==> src/verilog/excp_pkg.sv <==
package excp_pkg;

    localparam int ECODE_W = 6;
    localparam int BADV_W  = 32;

    // code values as in the loongarch estat.ecode field.
    typedef enum logic [ECODE_W-1:0] {
        ecode_none = 6'h00,
        ecode_ale  = 6'h09,
        ecode_sys  = 6'h0b
    } ecode_e;

endpackage

==> src/verilog/lsu_pkg.sv <==
package lsu_pkg;

    localparam int DATA_W = 32;
    localparam int REG_AW = 5;
    localparam int OP_W   = 4;  // nine ops do not fit in three bits.

    typedef enum logic [OP_W-1:0] {
        op_add,
        op_ld_b,
        op_ld_h,
        op_ld_w,
        op_ld_bu,
        op_ld_hu,
        op_st_w,
        op_syscall,
        op_ertn
    } op_e;

    function automatic logic is_load(op_e op);
        return op inside {op_ld_b, op_ld_h, op_ld_w, op_ld_bu, op_ld_hu};
    endfunction

    function automatic logic is_store(op_e op);
        return op == op_st_w;
    endfunction

    // log2 of the access size in bytes.
    function automatic logic [1:0] access_size(op_e op);
        case (op)
            op_ld_h, op_ld_hu: return 2'd1;
            op_ld_w, op_st_w:  return 2'd2;
            default:           return 2'd0;
        endcase
    endfunction

endpackage
==> src/verilog/exe_stage.sv <==
`timescale 1ns/1ps

module exe_stage #(
    parameter int SRAM_DEPTH = 256
) (
    input  logic                              clk,
    input  logic                              reset,
    input  logic                              in_valid,
    input  lsu_pkg::op_e                      in_op,
    input  logic [lsu_pkg::REG_AW-1:0]        in_rj,
    input  logic [lsu_pkg::REG_AW-1:0]        in_rk,
    input  logic [lsu_pkg::REG_AW-1:0]        in_rd,
    input  logic [lsu_pkg::DATA_W-1:0]        in_imm,
    input  logic [lsu_pkg::DATA_W-1:0]        in_pc,
    output logic                              in_allowin,
    output logic [lsu_pkg::REG_AW-1:0]        rf_raddr1,
    output logic [lsu_pkg::REG_AW-1:0]        rf_raddr2,
    input  logic [lsu_pkg::DATA_W-1:0]        rf_rdata1,
    input  logic [lsu_pkg::DATA_W-1:0]        rf_rdata2,
    input  logic                              ms_fwd_valid,
    input  logic [lsu_pkg::REG_AW-1:0]        ms_fwd_dest,
    input  logic [lsu_pkg::DATA_W-1:0]        ms_fwd_data,
    input  logic                              ms_fwd_blk,
    input  logic                              ms_to_es_ex,
    input  logic                              ws_fwd_valid,
    input  logic [lsu_pkg::REG_AW-1:0]        ws_fwd_dest,
    input  logic [lsu_pkg::DATA_W-1:0]        ws_fwd_data,
    input  logic                              flush,
    input  logic                              ms_allowin,
    output logic                              es_to_ms_valid,
    output lsu_pkg::op_e                      es_op,
    output logic [lsu_pkg::REG_AW-1:0]        es_dest,
    output logic                              es_gr_we,
    output logic [lsu_pkg::DATA_W-1:0]        es_result,
    output logic [lsu_pkg::DATA_W-1:0]        es_vaddr,
    output logic                              es_mem_req,
    output excp_pkg::ecode_e                  es_ecode,
    output logic                              es_ertn,
    output logic [lsu_pkg::DATA_W-1:0]        es_pc,
    output logic                              sram_req,
    output logic                              sram_wr,
    output logic [$clog2(SRAM_DEPTH)-1:0]     sram_addr,
    output logic [lsu_pkg::DATA_W-1:0]        sram_wdata
);
    import lsu_pkg::*;
    import excp_pkg::*;

    localparam int AW = $clog2(SRAM_DEPTH);

    logic              es_valid;
    logic              es_ready_go;
    op_e               op_r;
    logic [REG_AW-1:0] rj_r, rk_r, rd_r;
    logic [DATA_W-1:0] imm_r, pc_r;
    logic              use_rj, use_rk, mem_op, misaligned;
    logic [DATA_W-1:0] rj_val, rk_val, addr;

    // ******************************
    // operand read with forwarding
    // ******************************
    assign rf_raddr1 = rj_r;
    assign rf_raddr2 = rk_r;

    assign rj_val = (ms_fwd_valid && ms_fwd_dest == rj_r) ? ms_fwd_data :
                    (ws_fwd_valid && ws_fwd_dest == rj_r) ? ws_fwd_data : rf_rdata1;
    assign rk_val = (ms_fwd_valid && ms_fwd_dest == rk_r) ? ms_fwd_data :
                    (ws_fwd_valid && ws_fwd_dest == rk_r) ? ws_fwd_data : rf_rdata2;

    assign mem_op = is_load(op_r) || is_store(op_r);
    assign use_rj = mem_op || op_r == op_add;
    assign use_rk = is_store(op_r);

    // a load still waiting in ms holds any consumer here.
    assign es_ready_go = !(ms_fwd_blk && ((use_rj && ms_fwd_dest == rj_r) ||
                                          (use_rk && ms_fwd_dest == rk_r)));

    assign in_allowin     = !flush && (!es_valid || es_ready_go && ms_allowin);
    assign es_to_ms_valid = es_valid && es_ready_go && !flush;

    // ******************************
    // address and exceptions
    // ******************************
    assign addr       = rj_val + imm_r;
    assign misaligned = (access_size(op_r) == 2'd1 && addr[0]) ||
                        (access_size(op_r) == 2'd2 && addr[1:0] != 2'b00);

    always_comb begin
        if (op_r == op_syscall) begin
            es_ecode = ecode_sys;
        end else if (mem_op && misaligned) begin
            es_ecode = ecode_ale;
        end else begin
            es_ecode = ecode_none;
        end
    end

    assign es_op      = op_r;
    assign es_dest    = rd_r;
    assign es_gr_we   = (op_r == op_add || is_load(op_r)) && rd_r != '0 && es_ecode == ecode_none;
    assign es_result  = addr;  // also the add result.
    assign es_vaddr   = addr;
    assign es_ertn    = op_r == op_ertn;
    assign es_pc      = pc_r;
    assign es_mem_req = mem_op && es_ecode == ecode_none && !ms_to_es_ex && !flush;

    assign sram_req   = es_to_ms_valid && ms_allowin && es_mem_req;
    assign sram_wr    = is_store(op_r);
    assign sram_addr  = addr[AW+1:2];
    assign sram_wdata = rk_val;

    always_ff @(posedge clk) begin
        if (reset) begin
            es_valid <= 1'b0;
        end else if (flush) begin
            es_valid <= 1'b0;
        end else if (in_allowin) begin
            es_valid <= in_valid;
        end

        if (in_valid && in_allowin) begin
            op_r  <= in_op;
            rj_r  <= in_rj;
            rk_r  <= in_rk;
            rd_r  <= in_rd;
            imm_r <= in_imm;
            pc_r  <= in_pc;
        end
    end

    // a flush right after a request would leave its data_ok without an owner.
    a_no_req_on_flush: assert property (
        @(posedge clk) disable iff (reset) sram_req |-> !flush ##1 !flush
    ) else $error("memory request issued during or just before a flush.");

endmodule

==> config.mk <==
export PLATFORM = sky130hd
export DESIGN_NAME = exe_stage
export DESIGN_NICKNAME = d
export VERILOG_FILES = /design/src/verilog/excp_pkg.sv /design/src/verilog/lsu_pkg.sv /design/src/verilog/exe_stage.sv
export SDC_FILE = /design/constraint.sdc
export NUM_CORES = 1
export LEC_CHECK = 0
export ABC_AREA = 1
export BUFFER_PORTS_ARGS = -buffer_cell sky130_fd_sc_hd__buf_2
export CELL_PAD_IN_SITES_DETAIL_PLACEMENT = 0
export CELL_PAD_IN_SITES_GLOBAL_PLACEMENT = 2
export CORE_ASPECT_RATIO = 1.5
export CORE_MARGIN = 2
export CORE_UTILIZATION = 23
export DETAILED_ROUTE_END_ITERATION = 16
export GPL_ROUTABILITY_DRIVEN = 0
export GPL_TIMING_DRIVEN = 0
export PLACE_DENSITY = 0.91
export SLEW_MARGIN = 40
export SYNTH_ARGS = -nofsm -noshare
export SYNTH_HDL_FRONTEND = slang
export SYNTH_SLANG_ARGS = --single-unit
==> constraint.sdc <==
create_clock -name clk -period 4.2 [get_ports clk]
set_input_delay 0.21 -clock clk [delete_from_list [all_inputs] [get_ports clk]]
set_output_delay 0.21 -clock clk [all_outputs]
set_load 0.005 [all_outputs]
# After elaboration in Yosys (flattened, before gate mapping)
# Index checks and enable logic that the tools add are counted.
dict set report totals {
  reg_bits 84
  output_inout_bits 168
  n_memories 0
  latchBits 0
  word_cells 69
  inputBits 230
  rom_bits 0
  mem_bits_rw 0
}
dict set report classes {
  n_shift 0
  muxes 7
  bitwise_logic 0
  div 0
  n_mul 0
  n_lt_le_gt_ge 0
  add_sub_neg 1
  n_eq_ne 14
  n_reduce_logical 40
}
# op n
set op_table {}
lappend op_table {{$mux W32} 4}
lappend op_table {{$add A32 B32 Y32} 1}
lappend op_table {{$logic_and A1 B1 Y1} 22}
lappend op_table {{$eq A5 B5 Y1} 4}
lappend op_table {{$eq A4 B3 Y1 const B} 4}
lappend op_table {{$reduce_bool A5 Y1} 2}
lappend op_table {{$eq A4 B2 Y1 const B} 2}
lappend op_table {{$mux W4} 2}
lappend op_table {{$logic_not A6 Y1} 1}
lappend op_table {{$logic_or A1 B1 Y1} 6}
lappend op_table {{$reduce_or A2 Y1} 3}
lappend op_table {{$eq A4 B1 Y1 const B} 1}
lappend op_table {{$eq A4 B4 Y1 const B} 1}
lappend op_table {{$logic_not A1 Y1} 4}
lappend op_table {{$logic_not A4 Y1} 1}
lappend op_table {{$pmux W2 S2} 1}
lappend op_table {{$eq A2 B1 Y1 const B} 1}
lappend op_table {{$eq A2 B2 Y1 const B} 1}
lappend op_table {{$reduce_bool A2 Y1} 1}

# Depth between registers and ports, before layout
# Gate-level depths: netlist of run 1.
dict set report logic_depth {
  depth_word 16
  ltp_mapped 23
  mapped_depth_nobuf 21
}

# Worst setup path after synthesis of run 1
# Ideal clock, no wire load.
dict set report synth_timing {
  path_type {flip-flop to flip-flop}
  startpoint {register rj_r[0] (netlist: rf_raddr1[0])}
  endpoint {register rd_r[0] (netlist: es_dest[0]) (enable)}
  period_less_slack_ps 3177
  setup_time_ps 437
  n_path_buf 0
  path_stages_with_launch 13
  arrival_ps 2740
  t_required_ps 3763
  setup_slack_ps 1023
  cell_sequence {edfxtp_1 > inv_1 > nand2_1 > nand2_1 > nor2_1 > and2_1 > nand2_1 > nand2_1 > nand2_1 > nand2_1 > nand2_1 > nand3_1 > inv_1}
}
dict set report synth_between {
  elab_chain_len 9
}
# item line
set synth_lines {}
lappend synth_lines {{from (decl)} exe_stage.sv:53} ;# logic [REG_AW-1:0] rj_r, rk_r, rd_r;
lappend synth_lines {{from (signal assigned)} exe_stage.sv:122} ;# rj_r <= in_rj;
lappend synth_lines {{$eq A5 B5 Y1} exe_stage.sv:74} ;# assign es_ready_go = !(ms_fwd_blk && ((use_rj && ms_fwd_dest == rj_r) ||
lappend synth_lines {{$logic_and A1 B1 Y1} exe_stage.sv:74}
lappend synth_lines {{$logic_or A1 B1 Y1} exe_stage.sv:74}
lappend synth_lines {{$logic_and A1 B1 Y1} exe_stage.sv:74}
lappend synth_lines {{$logic_not A1 Y1} exe_stage.sv:74}
lappend synth_lines {{$logic_and A1 B1 Y1} exe_stage.sv:77} ;# assign in_allowin = !flush && (!es_valid || es_ready_go && ms_allowin);
lappend synth_lines {{$logic_or A1 B1 Y1} exe_stage.sv:77}
lappend synth_lines {{$logic_and A1 B1 Y1} exe_stage.sv:77}
lappend synth_lines {{$logic_and A1 B1 Y1} exe_stage.sv:120} ;# if (in_valid && in_allowin) begin
lappend synth_lines {{to (signal assigned)} exe_stage.sv:124} ;# rd_r <= in_rd;
lappend synth_lines {{to (decl)} exe_stage.sv:53}
# No other way between the ends.
# A chain may end at the register's enable or synchronous reset.

# Worst setup path in the final report of run 1
dict set report layout_timing {
  startpoint {register rj_r[2] (netlist: rf_raddr1[2])}
  endpoint {output port es_vaddr[28] (netlist bit)}
}
dict set report layout_between {
  elab_chain_len 5
  word_cells_on_any_way 7
  cone_classes {add/sub: 1; eq/ne: 2; mux: 2; reduce/logical: 2}
}
# item line
set layout_lines {}
lappend layout_lines {{$eq A5 B5 Y1} exe_stage.sv:65} ;# (ws_fwd_valid && ws_fwd_dest == rj_r) ? ws_fwd_data : rf_rdata1;
lappend layout_lines {{$logic_and A1 B1 Y1} exe_stage.sv:65}
lappend layout_lines {{$mux W32} exe_stage.sv:65}
lappend layout_lines {{$mux W32 *} exe_stage.sv:64} ;# assign rj_val = (ms_fwd_valid && ms_fwd_dest == rj_r) ? ms_fwd_data :
lappend layout_lines {{$add A32 B32 Y32 *} exe_stage.sv:83} ;# assign addr = rj_val + imm_r;
lappend layout_lines {{to (decl)} exe_stage.sv:35} ;# output logic [lsu_pkg::DATA_W-1:0] es_vaddr,
# Mark *: on every way between the ends. The rest lies on a longest branch, timed or not.

==> results.json, run 1 <==
{
  "grt-ovfl-total": 0,
  "worstPathArrival_ns": 3.80,
  "period_minus_slack_ns": 4.01,
  "drive_above_1_share_pct": 42.5,
  "grt_pass1_vias": 8082,
  "rsz0062_at_grt": "true",
  "worst_pin_slew_ns": 0.709,
  "nFillCells": 3084,
  "drt-total-wl_um": 31800,
  "setup-tns-final_ns": 0,
  "post-place-ws_ns": 0.108,
  "met2_wirelength_um": 16400,
  "clockBufferDepth": 2,
  "clkSlewWorstSetupHoldPaths_ns": 0.07,
  "grt_pass1_wl_um": 45900,
  "final_cell_mix": "buf_2 (395), nand2_1 (161), inv_1 (123)",
  "die-area_mm2": 0.0313,
  "viasPerCell": 4.45,
  "dp.cells": 1648,
  "final-setup-viol-count": 0,
  "core_region_area_mm2": 0.0294,
  "relSlewSlack_pct": 52.7,
  "drc": 0,
  "avgRoutedWirePerCell_um": 18.1,
  "route.top_layer_used": "met5",
  "synth_edf_count": 83,
  "cts_sinks": 84,
  "max_freq_ghz": 0.249,
  "track_usage_pct": 19.6,
  "fin_skew_ns": 0.0127,
  "finalCritPeriodShare_pct": 95.5,
  "die_w_um": 145,
  "synth.avg_cell_area_um2": 8.02,
  "wl_met3_um": 1900,
  "area_delta_synth_final_pct": 56.3,
  "finalPower_mw": 2.94,
  "numCtsBuffers": 9,
  "cts_htree_levels": 3,
  "drt_iter0_drc": 368,
  "ys_seq_area_share_pct": 36.6,
  "vias": 7795,
  "drtPass1Iterations": 5,
  "dpl_cell_area_mm2": 0.00937,
  "ant_nets": 0,
  "crit_fanout": 10,
  "synth_flop_cell": "edfxtp_1",
  "antenna_found_initial": 13,
  "hold_viol": 0,
  "grt_max_degree": 53,
  "synth_seq_cells": 84,
  "synth_cell_types": 41,
  "synth_cells": 856,
  "dieHeight_um": 216,
  "timing.hold.ws_ns": 0.0211,
  "row_count": 77,
  "synth.cell_area_mm2": 0.00686,
  "status": "finished, final reports clean",
  "start_kind": "flip-flop",
  "fin_ws_ns": 0.191,
  "cts_tree": "built",
  "maxCapViolCount": 0,
  "ir_drop_uv": 257,
  "clock_latency_ns": 0.37,
  "yosysWarnings": 0,
  "wl_met1_um": 12000,
  "hpwlAfterDp_um": 25900,
  "postLayoutCoreUtil_pct": 36.5,
  "start_util_pct": 23.4,
  "fin_cells": 1752,
  "hold_class": "primary input to flip-flop",
  "slew_violations": 0,
  "numPortBuffers": 394,
  "r2r_slack_ns": 1.85,
  "path_class": "flip-flop to output pin",
  "final_cell_area_mm2": 0.0107,
  "ios": 398,
  "final_common_cell": "buf_2",
  "cts_root_buf": "clkbuf_16",
  "required_ns": 3.99,
  "async_reset_ff_share_pct": 0,
  "p_per_area_mw_per_mm2": 274,
  "p_leak_nw": 5.37,
  "final_nets": 1608,
  "cp-end-kind": "output pin"
}
[worst max-delay path, cell delays in order (launching register included)]
cell	delay, ns
edfxtp_1	0.46
o22ai_2	0.23
nor2_1	0.12
nand3_4	0.14
clkinvlp_4	0.15
buf_6	0.17
o21ai_0	0.15
o22ai_1	0.15
ha_1	0.37
nand2_1	0.15
o21ai_0	0.50
a21oi_1	0.20
o21a_1	0.23
nand3_1	0.08
nand2_1	0.08
buf_4	0.13
buf_2	0.11
[cell families (layout without fill, tap and decap cells)]
logic type / count (synthesis) / in the layout / share of synthesized area (%)
AO/OA/AOI/OAI: 217 / 217 / 21.0
other: 1 / 12 / 0.0546
flip-flops: 84 / 84 / 36.6
adder cells (fa/ha/maj): 35 / 35 / 6.49
buffers and inverters: 194 / 684 / 14.1
XOR/XNOR: 27 / 27 / 3.45
AND/OR/NAND/NOR: 298 / 298 / 18.3
[final cells by class]
cell class	instances	area, um2	share of cell area, %
clock inverters	7	76.3	0.711
repair buffers	474	2770	25.8
plain buffers	69	546	5.08
flip-flops and latches	84	2510	23.4
clock buffers	9	225	2.10
multi-input cells	580	3610	33.6
diodes	9	22.5	0.210
well taps	395	494	4.61
inverters	125	478	4.45
[routing by layer]
metal  GRT usage [%]  up-vias
met3            4.50       82
li1                -     3844
met2            35.9      314
met5               0        -
met1            21.5     3547
met4            9.18        8
[sequential cells by signal, summed over array words and instances, names as in the netlist]
signal and count:
es_op 4, imm_r 32, es_valid 1, rf_raddr1 5, rf_raddr2 5, es_pc 32, es_dest 5
[repair_timing]
| action | in CTS | in global routing |
|---|---|---|
| setup buffers | 1 | 7 |
| setup endpoints to repair | 26 | 40 |
| resized for setup | 21 | 46 |
| hold endpoints to repair | 71 | 0 |
| pin swaps | 2 | 9 |
| hold buffers | 71 | 0 |
| cloned | 0 | 0 |
[worst paths after layout]
kind                   to  cells past startpoint    startpoint
max          es_vaddr[28]                     16  rf_raddr1[2]
min             imm_r[11]                      1    in_imm[11]
max reg2reg     es_pc[27]                     13  rf_raddr1[0]
min reg2reg      es_valid                      3      es_valid
[power breakdown]
part / internal [mW] / switching [mW] / total (mW)
clock network: 0.422 / 0.419 / 0.841
logic: 0.551 / 0.570 / 1.12
registers: 0.964 / 0.0168 / 0.981
total: 1.94 / 1.01 / 2.94
[cell usage after synthesis, types with 3 or more instances]
cell | n | area share [%]
a21o_1 | 4 | 0.44
nor4_1 | 4 | 0.36
clkbuf_1 | 6 | 0.33
nand3_1 | 26 | 1.9
ha_1 | 34 | 6.2
o21a_1 | 3 | 0.33
nor2_2 | 3 | 0.27
a31oi_1 | 3 | 0.27
edfxtp_1 | 83 | 36
o211ai_2 | 30 | 5.5
nand2_1 | 164 | 9.0
o21ai_0 | 46 | 3.4
buf_4 | 48 | 5.2
o21ai_2 | 7 | 0.89
inv_1 | 124 | 6.8
buf_6 | 6 | 0.98
nor3_1 | 9 | 0.66
a21oi_1 | 44 | 3.2
xor2_1 | 20 | 2.6
buf_2 | 9 | 0.66
nand4_1 | 8 | 0.73
o22ai_1 | 34 | 3.1
xnor2_1 | 7 | 0.89
nor2_1 | 76 | 4.2
o21ai_1 | 39 | 2.8
(Power assumes the default switching activity.)
==> run 2: changes to the inputs <==
--- a/config.mk
+++ b/config.mk
@@ -10,5 +10,4 @@
 export CELL_PAD_IN_SITES_DETAIL_PLACEMENT = 0
 export CELL_PAD_IN_SITES_GLOBAL_PLACEMENT = 2
-export CORE_ASPECT_RATIO = 1.5
 export CORE_MARGIN = 2
 export CORE_UTILIZATION = 23
==> constraint.sdc (replaced) <==
create_clock -name clk -period 4.2 [get_ports clk]
set_input_delay 0.63 -clock clk [delete_from_list [all_inputs] [get_ports clk]]
set_output_delay 0.63 -clock clk [all_outputs]
set_load 0.005 [all_outputs]
==> results.json, run 2 (synthesis results as in run 1) <==
{
  "critPathTopFamily": "compound AO/OA/AOI/OAI gates",
  "hold_viol": 0,
  "row_count": 63,
  "relSlewSlack_pct": 57.3,
  "area_delta_synth_final_pct": 63.0,
  "die-area_mm2": 0.0312,
  "final-setup-viol-count": 0,
  "final_nets": 1585,
  "clock_latency_ns": 0.35,
  "dp.cells": 1643,
  "rsz0062_at_grt": "true",
  "final_cell_mix": "buf_2 (388), nand2_1 (137), inv_1 (121)",
  "worstHoldPathCells": 1,
  "finalPower_mw": 3.08,
  "crit_buf_inv": 5,
  "fin_skew_ns": 0.00936,
  "cp-end-kind": "output pin",
  "maxCapViolCount": 0,
  "die_w_um": 177,
  "period_minus_slack_ns": 4.20,
  "required_ns": 3.57,
  "ant_nets": 0,
  "grt_pass1_vias": 7578,
  "r2r_slack_ns": 1.41,
  "drt-total-wl_um": 31100,
  "fin_cells": 1728,
  "cts_sinks": 84,
  "track_usage_pct": 19.0,
  "viasPerCell": 4.51,
  "cts_tree": "built",
  "worst_pin_slew_ns": 0.641,
  "status": "finished, final reports clean",
  "p_per_area_mw_per_mm2": 275,
  "grt_pass1_wl_um": 44100,
  "path_class": "flip-flop to output pin",
  "final_common_cell": "buf_2",
  "grt-ovfl-total": 0,
  "r2r-end": "es_pc[17]",
  "path_common_cell": "nand2_2",
  "start_util_pct": 23.3,
  "finalCritPeriodShare_pct": 100,
  "startpoint": "rf_raddr1[4]",
  "crit_fanout": 8,
  "cts_root_buf": "clkbuf_16",
  "clockBufferDepth": 2,
  "core_region_area_mm2": 0.0295,
  "fin_ws_ns": 0.000953,
  "drc": 0,
  "dpl_cell_area_mm2": 0.00937,
  "setup-tns-final_ns": 0,
  "drtPass1Iterations": 7,
  "slew_violations": 0,
  "ios": 398,
  "hold_buffers": 0,
  "grt_max_degree": 53,
  "final_cell_area_mm2": 0.0112,
  "antenna_found_initial": 21,
  "endpoint": "es_vaddr[30]",
  "critPathMaxStageDelay_ns": 0.48,
  "ir_drop_uv": 149,
  "crit_cells": 20,
  "start_kind": "flip-flop",
  "r2r_start": "rf_raddr1[4]",
  "post-place-ws_ns": -0.624,
  "drive_above_1_share_pct": 55.2,
  "crit_chain": "xor2_1 -> a21oi_2 -> nand3_4 -> buf_8 -> buf_12 -> o22ai_4 -> ha_4 -> inv_2 -> fa_2 -> o21ai_4 -> a21boi_4 -> o21bai_4 -> nand2_2 -> nand2_4 -> nand2_2 -> nand2_1 -> nand2_1 -> nand2_2 -> buf_6 -> buf_6",
  "cts_htree_levels": 3,
  "hpwlAfterDp_um": 25500,
  "clkSlewWorstSetupHoldPaths_ns": 0.08,
  "max_freq_ghz": 0.238,
  "nFillCells": 3119,
  "drt_iter0_drc": 342,
  "worstPathArrival_ns": 3.57,
  "numPortBuffers": 394,
  "hold_class": "primary input to flip-flop",
  "reg2regPathDepth": 14,
  "crit_path_top_delay_cell": "edfxtp_1",
  "dieHeight_um": 177,
  "numCtsBuffers": 9,
  "avgRoutedWirePerCell_um": 18.0,
  "vias": 7800,
  "p_leak_nw": 5.46
}
-- run 2: changes by cell type in the layout (fill, tap and decap cells not counted), moves of 18 or more --
| cell | before | now |
|---|---|---|
| ha_1 | 31 | 13 |
| ha_4 | 0 | 18 |
| dlygate4sd3_1 | 71 | 0 |
| nand2_1 | 161 | 137 |
| buf_4 | 57 | 104 |
| nand2_2 | 3 | 23 |
-- run 2: per-stage QoR --
step	hold slack, ns	util [%]
after floorplan	0.527	-
after global placement	0.540	31.7
after detailed placement	0.552	31.8
after CTS	0.430	34.8
after global routing	0.424	37.9
final	0.447	38.0
-- run 2: worst min-delay path by stage --
stage | from | to
floorplan | es_valid | es_valid
global placement | es_valid | es_valid
detailed placement | es_valid | es_valid
CTS | in_pc[24] | es_pc[24]
global route | in_pc[16] | es_pc[16]
finish | in_pc[24] | es_pc[24]
-- run 2: cell type report --
| type | instances | area [um2] | share of cell area, % |
|---|---|---|---|
| diodes | 13 | 32.5 | 0.291 |
| plain buffers | 66 | 562 | 5.02 |
| clock buffers | 9 | 225 | 2.01 |
| clock inverters | 7 | 76.3 | 0.682 |
| inverters | 125 | 479 | 4.28 |
| multi-input cells | 580 | 4320 | 38.6 |
| flip-flops and latches | 84 | 2510 | 22.5 |
| well taps | 390 | 488 | 4.36 |
| repair buffers | 454 | 2490 | 22.3 |
-- run 2: routing by layer --
layer	track usage (%)	vias up	share of wire, %	wire length, um
met2	33.9	280	51	15800
met1	22.4	3656	40	12600
met5	0	-	0.24	76
met3	5.20	38	6.9	2140
li1	-	3814	-	-
met4	4.92	12	1.6	503
-- run 2: what timing repair did --
action,4_1_cts,5_1_grt
pin swaps,27,52
endpoints found under the setup margin,67,53
resized for setup,96,145
buffers inserted,30,29
-- run 2: power breakdown --
part | total [mW] | switching, mW | internal, mW
registers | 0.985 | 0.0200 | 0.965
logic | 1.25 | 0.620 | 0.626
clock network | 0.850 | 0.426 | 0.424
total | 3.08 | 1.07 | 2.01
